**config.mk**
```make
export PLATFORM = sky130hd
export DESIGN_NAME = tt_um_drops
export DESIGN_NICKNAME = d
export VERILOG_FILES = /design/src/drops_pkg.sv /design/src/get_input.sv /design/src/action.sv /design/src/display.sv /design/src/phase_sequencer.sv /design/src/tt_um_drops.sv
export SDC_FILE = /design/constraint.sdc
export NUM_CORES = 1
export LEC_CHECK = 0
export BUFFER_PORTS_ARGS = -buffer_cell sky130_fd_sc_hd__clkbuf_2
export CAP_MARGIN = 30
export CELL_PAD_IN_SITES_DETAIL_PLACEMENT = 2
export CELL_PAD_IN_SITES_GLOBAL_PLACEMENT = 2
export CORE_UTILIZATION = 35
export DETAILED_ROUTE_END_ITERATION = 7
export PLACE_DENSITY_LB_ADDON = 0.1
export REMOVE_ABC_BUFFERS = 1
export SLEW_MARGIN = 15
export SYNTH_ARGS = -nofsm -noshare
export SYNTH_HDL_FRONTEND = slang
export SYNTH_HIERARCHICAL = 1
export SYNTH_SLANG_ARGS = --single-unit
export TNS_END_PERCENT = 10
```
**constraint.sdc**
```tcl
create_clock -name clk_i -period 1.7 [get_ports clk_i]
set_input_delay 0.085 -clock clk_i [delete_from_list [all_inputs] [get_ports clk_i]]
set_output_delay 0.085 -clock clk_i [all_outputs]
set_load 0.005 [all_outputs]
```
**src/drops_pkg.sv**
```systemverilog
package drops_pkg;

	// sequencer phases, EN_* raises the enable, WAIT_* holds it until done
	typedef enum logic [2:0] {
		EN_INP,
		WAIT_INP,
		EN_ACT,
		WAIT_ACT,
		EN_DISP,
		WAIT_DISP
	} phase_t;

	localparam int unsigned GS_DEF     = 8; // grid edge, GS x GS field
	localparam int unsigned CR_DEF     = 4; // action steps per fall
	localparam int unsigned CR_BUT_DEF = 4; // button samples per input phase
	localparam int unsigned N_PAT      = 10; // placement entries

	// one row per byte, byte 0 (low end) drops on the first fall
	localparam logic [N_PAT*GS_DEF-1:0] DROP_PATTERN_DEF =
		80'b01000000_00000100_00010000_00000001_10000000_00100000_00000010_00001000_10000000_00000100;

endpackage

```
**src/get_input.sv**
```systemverilog
`timescale 1ns/1ps

module get_input #(
	parameter int unsigned CR_BUT = drops_pkg::CR_BUT_DEF
) (
	input  logic clk_i,
	input  logic arst_n_i,
	input  logic e_inp_i,
	input  logic right_i,
	input  logic left_i,
	output logic right_o,
	output logic left_o,
	output logic d_inp_o
);

	localparam int unsigned CNT_W = $clog2(CR_BUT + 1);

	logic [CNT_W-1:0] cnt; // samples taken so far
	logic busy;            // window finished, wait for enable to drop
	logic held_r;          // right high on every sample so far
	logic held_l;

	always_ff @(posedge clk_i or negedge arst_n_i) begin
		if (!arst_n_i) begin
			cnt     <= '0;
			busy    <= 1'b0;
			held_r  <= 1'b1;
			held_l  <= 1'b1;
			right_o <= 1'b0;
			left_o  <= 1'b0;
			d_inp_o <= 1'b0;
		end else begin
			d_inp_o <= 1'b0; // single cycle pulse
			if (!e_inp_i) begin
				// idle, rearm the window
				busy   <= 1'b0;
				cnt    <= '0;
				held_r <= 1'b1;
				held_l <= 1'b1;
			end else if (!busy) begin
				if (cnt == CNT_W'(CR_BUT - 1)) begin
					// last sample goes straight into the result
					right_o <= held_r & right_i;
					left_o  <= held_l & left_i;
					d_inp_o <= 1'b1;
					busy    <= 1'b1;
					cnt     <= '0;
					held_r  <= 1'b1;
					held_l  <= 1'b1;
				end else begin
					cnt    <= cnt + 1'b1;
					held_r <= held_r & right_i; // any low sample kills the press
					held_l <= held_l & left_i;
				end
			end
		end
	end

endmodule

```
**src/action.sv**
```systemverilog
`timescale 1ns/1ps

module action #(
	parameter int unsigned GS = drops_pkg::GS_DEF,
	parameter int unsigned CR = drops_pkg::CR_DEF,
	parameter logic [drops_pkg::N_PAT*GS-1:0] DROP_PATTERN = drops_pkg::DROP_PATTERN_DEF
) (
	input  logic            clk_i,
	input  logic            arst_n_i,
	input  logic            e_act_i,
	input  logic            right_i,
	input  logic            left_i,
	output logic [GS*GS-1:0] matrix_o,
	output logic            d_act_o
);

	import drops_pkg::*;

	localparam int unsigned POS_W  = $clog2(GS);
	localparam int unsigned STEP_W = $clog2(CR + 1);
	localparam int unsigned IDX_W  = $clog2(N_PAT);

	logic [GS*GS-1:0]  drops;     // drop rows only, no player
	logic [GS*GS-1:0]  drops_nx;
	logic [GS*GS-1:0]  player;    // player bit in the bottom row
	logic [POS_W-1:0]  pos;       // player column
	logic [POS_W-1:0]  pos_nx;
	logic [STEP_W-1:0] step_cnt;  // steps since last fall
	logic [IDX_W-1:0]  pat_idx;   // next pattern byte
	logic [IDX_W-1:0]  idx_nx;
	logic              fall;
	logic              busy;      // step done for this enable

	always_comb begin
		// move, opposite presses cancel
		pos_nx = pos;
		if (right_i && !left_i && pos != POS_W'(GS - 1))
			pos_nx = pos + 1'b1;
		else if (left_i && !right_i && pos != '0)
			pos_nx = pos - 1'b1;

		fall     = (step_cnt == STEP_W'(CR - 1));
		drops_nx = drops;
		idx_nx   = pat_idx;
		if (fall) begin
			// rows move down, old bottom row drops off the top bits
			drops_nx = {drops[GS*GS-GS-1:0], DROP_PATTERN[pat_idx*GS +: GS]};
			idx_nx   = (pat_idx == IDX_W'(N_PAT - 1)) ? '0 : pat_idx + 1'b1;
		end

		player = '0;
		player[(GS-1)*GS + pos_nx] = 1'b1;
	end

	always_ff @(posedge clk_i or negedge arst_n_i) begin
		if (!arst_n_i) begin
			drops    <= '0;
			pos      <= POS_W'(GS / 2); // start mid row
			step_cnt <= '0;
			pat_idx  <= '0;
			busy     <= 1'b0;
			matrix_o <= '0;
			d_act_o  <= 1'b0;
		end else begin
			d_act_o <= 1'b0;
			if (!e_act_i) begin
				busy <= 1'b0;
			end else if (!busy) begin
				// one game step per enable
				pos      <= pos_nx;
				drops    <= drops_nx;
				pat_idx  <= idx_nx;
				step_cnt <= fall ? '0 : step_cnt + 1'b1;
				matrix_o <= drops_nx | player; // field visible to display
				d_act_o  <= 1'b1;
				busy     <= 1'b1;
			end
		end
	end

endmodule

```
**src/display.sv**
```systemverilog
`timescale 1ns/1ps

module display #(
	parameter int unsigned GS = drops_pkg::GS_DEF
) (
	input  logic             clk_i,
	input  logic             arst_n_i,
	input  logic             e_disp_i,
	input  logic [GS*GS-1:0] matrix_i,
	output logic [GS-1:0]    row_val_o,
	output logic [GS-1:0]    col_val_o,
	output logic             d_disp_o
);

	localparam int unsigned ROW_W = $clog2(GS);

	logic [ROW_W-1:0] row_cnt; // row being driven
	logic busy;                // frame scanned, wait for enable low

	always_ff @(posedge clk_i or negedge arst_n_i) begin
		if (!arst_n_i) begin
			row_cnt   <= '0;
			busy      <= 1'b0;
			row_val_o <= '0;
			col_val_o <= '0;
			d_disp_o  <= 1'b0;
		end else begin
			// dark unless a row is scanned this cycle
			row_val_o <= '0;
			col_val_o <= '0;
			d_disp_o  <= 1'b0;
			if (!e_disp_i) begin
				busy    <= 1'b0;
				row_cnt <= '0;
			end else if (!busy) begin
				row_val_o <= GS'(1) << row_cnt;         // one hot select
				col_val_o <= matrix_i[row_cnt*GS +: GS]; // that row's columns
				if (row_cnt == ROW_W'(GS - 1)) begin
					d_disp_o <= 1'b1; // done with last row
					busy     <= 1'b1;
					row_cnt  <= '0;
				end else begin
					row_cnt <= row_cnt + 1'b1;
				end
			end
		end
	end

endmodule

```
**src/phase_sequencer.sv**
```systemverilog
`timescale 1ns/1ps

module phase_sequencer (
	input  logic clk_i,
	input  logic arst_n_i,
	input  logic ena_i,
	input  logic d_inp_i,
	input  logic d_act_i,
	input  logic d_disp_i,
	output logic e_inp_o,
	output logic e_act_o,
	output logic e_disp_o
);

	import drops_pkg::*;

	phase_t state;

	always_ff @(posedge clk_i or negedge arst_n_i) begin
		if (!arst_n_i) begin
			state    <= EN_INP;
			e_inp_o  <= 1'b0;
			e_act_o  <= 1'b0;
			e_disp_o <= 1'b0;
		end else begin
			case (state)
				EN_INP: begin
					// new step only while the slot is enabled
					if (ena_i) begin
						e_inp_o <= 1'b1;
						state   <= WAIT_INP;
					end
				end
				WAIT_INP: begin
					if (d_inp_i) begin
						e_inp_o <= 1'b0;
						state   <= EN_ACT;
					end
				end
				EN_ACT: begin
					e_act_o <= 1'b1;
					state   <= WAIT_ACT;
				end
				WAIT_ACT: begin
					if (d_act_i) begin
						e_act_o <= 1'b0;
						state   <= EN_DISP;
					end
				end
				EN_DISP: begin
					e_disp_o <= 1'b1;
					state    <= WAIT_DISP;
				end
				WAIT_DISP: begin
					if (d_disp_i) begin
						e_disp_o <= 1'b0;
						state    <= EN_INP; // frame out, back to buttons
					end
				end
				default: begin
					// unused codes, park with everything off
					state    <= EN_INP;
					e_inp_o  <= 1'b0;
					e_act_o  <= 1'b0;
					e_disp_o <= 1'b0;
				end
			endcase
		end
	end

endmodule

```
**src/tt_um_drops.sv**
```systemverilog
`timescale 1ns/1ps

module tt_um_drops #(
	parameter int unsigned GS     = drops_pkg::GS_DEF,
	parameter int unsigned CR     = drops_pkg::CR_DEF,
	parameter int unsigned CR_BUT = drops_pkg::CR_BUT_DEF,
	parameter logic [drops_pkg::N_PAT*GS-1:0] DROP_PATTERN = drops_pkg::DROP_PATTERN_DEF
) (
	input  logic       clk_i,
	input  logic       arst_n_i,
	input  logic       ena_i,
	input  logic [7:0] ui_in_i,   // bit 0 right, bit 1 left
	input  logic [7:0] uio_in_i,  // bidir inputs, not used
	output logic [7:0] uo_out_o,  // row select
	output logic [7:0] uio_out_o, // column bits
	output logic [7:0] uio_oe_o
);

	logic e_inp, d_inp;
	logic e_act, d_act;
	logic e_disp, d_disp;
	logic right, left;          // sampled presses
	logic [GS*GS-1:0] matrix;   // field, row r at r*GS

	assign uio_oe_o = 8'hff; // bidir pins all driven

	phase_sequencer u_seq (
		.clk_i    (clk_i),
		.arst_n_i (arst_n_i),
		.ena_i    (ena_i),
		.d_inp_i  (d_inp),
		.d_act_i  (d_act),
		.d_disp_i (d_disp),
		.e_inp_o  (e_inp),
		.e_act_o  (e_act),
		.e_disp_o (e_disp)
	);

	get_input #(
		.CR_BUT (CR_BUT)
	) u_get_input (
		.clk_i    (clk_i),
		.arst_n_i (arst_n_i),
		.e_inp_i  (e_inp),
		.right_i  (ui_in_i[0]),
		.left_i   (ui_in_i[1]),
		.right_o  (right),
		.left_o   (left),
		.d_inp_o  (d_inp)
	);

	action #(
		.GS           (GS),
		.CR           (CR),
		.DROP_PATTERN (DROP_PATTERN)
	) u_action (
		.clk_i    (clk_i),
		.arst_n_i (arst_n_i),
		.e_act_i  (e_act),
		.right_i  (right),
		.left_i   (left),
		.matrix_o (matrix),
		.d_act_o  (d_act)
	);

	display #(
		.GS (GS)
	) u_display (
		.clk_i     (clk_i),
		.arst_n_i  (arst_n_i),
		.e_disp_i  (e_disp),
		.matrix_i  (matrix),
		.row_val_o (uo_out_o),
		.col_val_o (uio_out_o),
		.d_disp_o  (d_disp)
	);

endmodule

```
; ---- Word level (Yosys, flattened, before mapping)
; Index checks and enable logic that the tools add are counted.
[totals]
output_inout_bits = 24
word_cells = 126
input_bits = 19
regBits = 176
[classes]
n_addsub = 7
magnitude_cmp = 2
eq_ne = 16
mux = 48
n_shift = 3
n_reduce_logical = 19
bitwise = 8
[ops]
columns = op, n
row1 = "80-bit by 8-bit variable part select with 8-bit output, first input constant", 1
row2 = 64-bit 2-to-1 mux, 1
row3 = 64-bit bitwise OR, 1
row4 = 64-bit by 7-bit variable part select with 8-bit output, 1
row5 = 3-bit 2-to-1 mux, 13
row6 = "32-bit by 1-bit greater-or-equal comparator with 1-bit output, second input constant", 1
row7 = "32-bit by 7-bit < comparator with 1-bit output, second input constant", 1
row8 = 8-bit 2-to-1 mux, 4
row9 = 1-bit 2-to-1 mux, 24
row10 = 3-bit case mux with 6 select lines, 1
row11 = "3-bit by 1-bit adder with 3-bit output, second input constant", 4
row12 = "3-bit by 2-bit equality test with 1-bit output, second input constant", 4
row13 = 4-bit OR reduction, 3
row14 = "3-bit equality test, second input constant", 3
row15 = 1-bit case mux with 3 select lines, 3
row16 = 3-bit AND reduction, 3
row17 = "1-bit by 3-bit left shift with 8-bit output, first input constant", 1
row18 = "6-bit by 3-bit adder with 7-bit output, first input constant", 1
row19 = 1-bit demux with 6-bit select, 1
row20 = "2-bit by 1-bit inequality test with 1-bit output, second input constant", 3
row21 = "2-bit inequality test, second input constant", 3
row22 = 2-bit AND reduction, 3
row23 = 1-bit logical AND, 5
row24 = 1-bit inverter, 5
row25 = 11 further kinds, 13

; ---- Longest topological paths before layout
[logic_depth]
word_depth = 11
depth_mapped = 8
ltp_nobuf = 7

; ---- Cells and area by module
; The synthesis kept the hierarchy.
[by_module_without_submodules]
columns = module, area_each_um2, cells_per_inst, n_inst
row1 = action, 3972.6, 431, 1
row2 = display, 1315.0, 121, 1
row3 = get_input, 394.1, 34, 1
row4 = phase_sequencer, 324.1, 34, 1
row5 = tt_um_drops, 63.8, 9, 1

; ---- Worst setup path after synthesis
; Ideal clock, no wire load.
[synth_path]
path_type = reg2reg
from = register u_action.pos[0]
to = register u_action.matrix_o[63]
setup_ps = 142
synth_period_minus_slack_ps = 1793
arrival_ps = 1651
t_required_ps = 1558
setup_slack_ps = -93
stages_incl_launch_ff = 8
cell_sequence = dfrtp_1 > ha_1 > ha_1 > nor3b_4 > nor3b_2 > a221o_1 > nand2b_1 > o221ai_1
[synth_via]
elab_chain_len = 10
[synth_rtl]
columns = element, line
row1 = from (decl), action.sv:26  ; logic [POS_W-1:0] pos;
row2 = from (signal assigned), action.sv:58  ; pos <= POS_W'(GS / 2);
row3 = from (signal assigned), action.sv:70  ; pos <= pos_nx;
row4 = branches (longest 3 deep; another with 3-bit by 1-bit subtractor with 3-bit output), n/a
row5 = 3-bit 2-to-1 mux (*), action.sv:37  ; if (right_i && !left_i && pos != POS_W'(GS - 1))
row6 = 6-bit by 3-bit adder with 7-bit output (*), action.sv:52  ; player[(GS-1)*GS + pos_nx] = 1'b1;
row7 = 32-bit by 1-bit greater-or-equal comparator with 1-bit output (not written as such) / 32-bit by 7-bit < comparator with 1-bit output (equally long branches), action.sv:52
row8 = 1-bit logical AND (not written as such), action.sv:52
row9 = 1-bit 2-to-1 mux (not written as such), action.sv:52
row10 = 1-bit demux with 6-bit select (*), n/a
row11 = 64-bit bitwise OR (*), action.sv:74  ; matrix_o <= drops_nx | player;
row12 = to (signal assigned), action.sv:74
row13 = to (decl), action.sv:13  ; output logic [GS*GS-1:0] matrix_o,
; Mark *: on every way between the ends.
; A chain may end at the register's enable or synchronous reset.

; ---- Worst setup path after layout
[layout_path]
from = register u_action.pos[1]
to = register u_action.matrix_o[58]
; The elaborated chain is that of the path after synthesis.

==> flow_summary.yaml <==
pwr:
  clock_power_share: 0.358
  netSwitchingFraction: 0.321
  seq_power_share: 0.358
  pwr-share-comb: 0.284
  p_per_area_mw_per_mm2: 1580
  p_leak_nw: 3.44
  power.switching_mw: 3.47
  internal_power_mw: 7.35
  ir_drop_mv: 0.762
sta:
  fin_ws_ps: -115
  rsz0062_at_grt: "yes"
  fin_crit_ps: 1820
  fmax_mhz: 551
  whs_ps: 162
  slew_viol_final: 0
  finalClockSkew_ps: 5.76
  report.final.setup_viol: 9
  period_share: 1.07
  hold_viol: 0
route:
  vias: 4116
  drtAntennaViolNets: 0
  drc: 0
  vias_per_cell: 4.89
  routedWlPerCell_um: 17.0
  routed_wl_um: 14300
  drt_iter0_markers: 152
  first_pass_iters: 4
cells_and_area:
  drive_above_1_share: 0.178
  fillers: 1798
  final_cell_mix: "nand2_1 (195), dfrtp_1 (115), mux2i_1 (40), buf_4 (21), clkbuf_2 (19)"
  final_net_count: 642
  diodes: 0
  design_area_mm2: 0.00685
  syn_to_final_growth_pct: 12.8
  layout_commonest_cell: "nand2_1"
  final_util: 0.409
floorplan:
  start_util: 0.362
  die_x_um: 134
  die_h_um: 134
  rows: 47
  io-pin-count: 43
  core_mm2: 0.0168
  die_area_mm2: 0.0179
critical_path:
  crit_fanout: 5
  slowest_delay_ps: 380
  crit_path_start: "u_action/pos[1]"
  critPathSlowestCell: "dfrtp_1"
  worstPathBufferInverterCount: 2
  path_class: "flip-flop to flip-flop"
  required_ps: 2030
  critPathTopFamily: "simple AND/OR/NAND/NOR gates"
  cp_cell_sequence: "ha_2, ha_4, nor3b_4, buf_6, o32ai_2, buf_4, nand2b_4, o22ai_1"
  r2r-start: "u_action/pos[1]"
  critPathLaunchType: "flip-flop"
  cp-end-kind: "flip-flop"
  cp.arrival_ps: 2140
run_status:
  violations: "negative setup slack"
  status: "complete, but fails checks"
grt:
  grt-ovfl-total: 0
  grt_use_total: 0.179
  antenna_found_initial: 0
  grt_max_degree: 53
  grt_pass1_wl_um: 24800
  grt_pass1_vias: 4768
flow_run:
  max_cap_violations: 0
synthesis:
  yosys.cell_types.count: 53
  postSynthAreaPerCell_um2: 9.65
  syn_area_mm2: 0.00607
  ys_seq_area_frac: 0.491
  synth_cells: 629
  synth-seq-cells: 119
  yosysWarnings: 6
  synth-edff-count: 0
  ys.flop_type: "dfrtp_1"
  async_flop_share: 1.00
place:
  place_congestion: 0.723
  io_buffers: 20
  dp_hpwl_um: 9930
  preCtsSetupSlack_ps: -179
  placed_area_mm2: 0.00604
min_path:
  hp-class: "input pin to asynchronous set/reset pin"
cts:
  tritoncts: "built"
  cts_sinks: 119
  clk_pin_slew_ps: 60
  clkLatencyLatePin_ps: 410
  htreeDepth: 4
  clockBufferDepth: 2
  cts-root-buf: "clkbuf_16"
  cts_buffers: 17
[final cells by class]
class	instances	area, um^2	area share
Inverter	14	52.6	0.00768
Tap cell	220	275	0.0402
Multi-Input combinational cell	405	2450	0.358
Sequential cell	119	2980	0.436
Timing Repair Buffer	52	444	0.0649
Clock buffer	18	439	0.0641
Clock inverter	14	199	0.0291
[stage by stage]
stage	power [mW]	TNS [ps]	instances
final	10.8	-842	842
after global routing	11.5	-2060	842
after CTS	11.0	-885	842
after detailed placement	6.76	-1210	802
after global placement	6.57	-572	802
after floorplan	5.57	-48380	538
[metal layers]
metal  vias up  routed length (um)  track usage
met5         -                   0            0
met4         0                 206       0.0606
met3        18                 216       0.0320
met2        31                7160        0.309
met1      2099                6700        0.225
li1       1968                   -            -
[timing repair]
item | 4_1_cts | 5_1_grt
hold buffers | 4 | 0
setup endpoints to repair | 9 | 36
buffers inserted | 4 | 0
hold endpoints to repair | 34 | 0
resized for setup | 13 | 7
pin swaps | 9 | 2
[synth_stat cells (2+ instances only)]
library cell / count / area (um^2)
o221ai_1: 6 / 52.6
ha_1: 14 / 175
inv_2: 2 / 7.51
a2bb2oi_1: 3 / 26.3
a21boi_0: 3 / 22.5
o211ai_1: 5 / 37.5
a21oi_1: 7 / 35.0
o41ai_1: 3 / 26.3
buf_6: 3 / 33.8
a22o_1: 2 / 17.5
buf_2: 12 / 60.1
and3_1: 10 / 62.6
xnor2_1: 2 / 17.5
nand2_1: 198 / 743
buf_12: 2 / 40.0
a22oi_1: 17 / 128
a31oi_1: 2 / 12.5
o21ai_0: 9 / 45.0
o31ai_1: 3 / 22.5
nor2b_1: 8 / 50.1
mux2i_1: 40 / 400
dfrtp_1: 116 / 2900
dfstp_2: 3 / 78.8
and2_1: 6 / 37.5
inv_1: 12 / 45.0
a211oi_1: 2 / 15.0
buf_4: 70 / 526
nand3b_1: 3 / 22.5
nand2b_1: 13 / 81.3
o21ai_1: 2 / 10.0
o22ai_1: 4 / 25.0
nor2_1: 16 / 60.1
clkbuf_1: 11 / 41.3
[sequential cells by signal (all words and copies together) (netlist names), 3 cells and up]
| name | flops |
|---|---|
| u_action/step_cnt | 3 |
| u_action/pos | 3 |
| u_seq/state | 3 |
| u_display/row_cnt | 3 |
| u_action/drops | 8 |
| u_display/row_val_o | 7 |
| u_get_input/cnt | 3 |
| u_display/col_val_o | 8 |
| u_action/pat_idx | 4 |
| u_action/matrix_o | 64 |
[power by group through the flow]
stage / registers [mW] / logic, mW / clock network (mW)
after CTS: 3.90 / 3.09 / 3.96
after global routing: 3.96 / 3.43 / 4.09
after detailed placement: 3.94 / 2.82 / 0
final: 3.87 / 3.08 / 3.87
after global placement: 3.90 / 2.67 / 0
after floorplan: 3.88 / 1.69 / 0
[cell families after synthesis]
kind of cell / count (synthesis) / share of synthesized area
XOR/XNOR: 2 / 0.00289
multiplexers: 41 / 0.0678
AND/OR/NAND/NOR: 264 / 0.192
AO/OA/AOI/OAI: 76 / 0.0921
flip-flops: 119 / 0.491
adder cells (fa/ha/maj): 14 / 0.0289
buffers and inverters: 112 / 0.124
other: 1 / 0.000618
[final timing paths]
check | endpoint | slack, ps | cells after the start
setup / recovery | u_action/matrix_o[58] | -120 | 8
hold / removal | u_get_input/cnt[0] | 160 | 2
setup reg to reg | u_action/matrix_o[58] | -120 | 8
hold reg to reg | u_action/busy | 410 | 0
max in group asynchronous | u_action/matrix_o[43] | 880 | 3
min in group clk_i | u_action/busy | 410 | 0
Power figures use the tool's default switching activity.
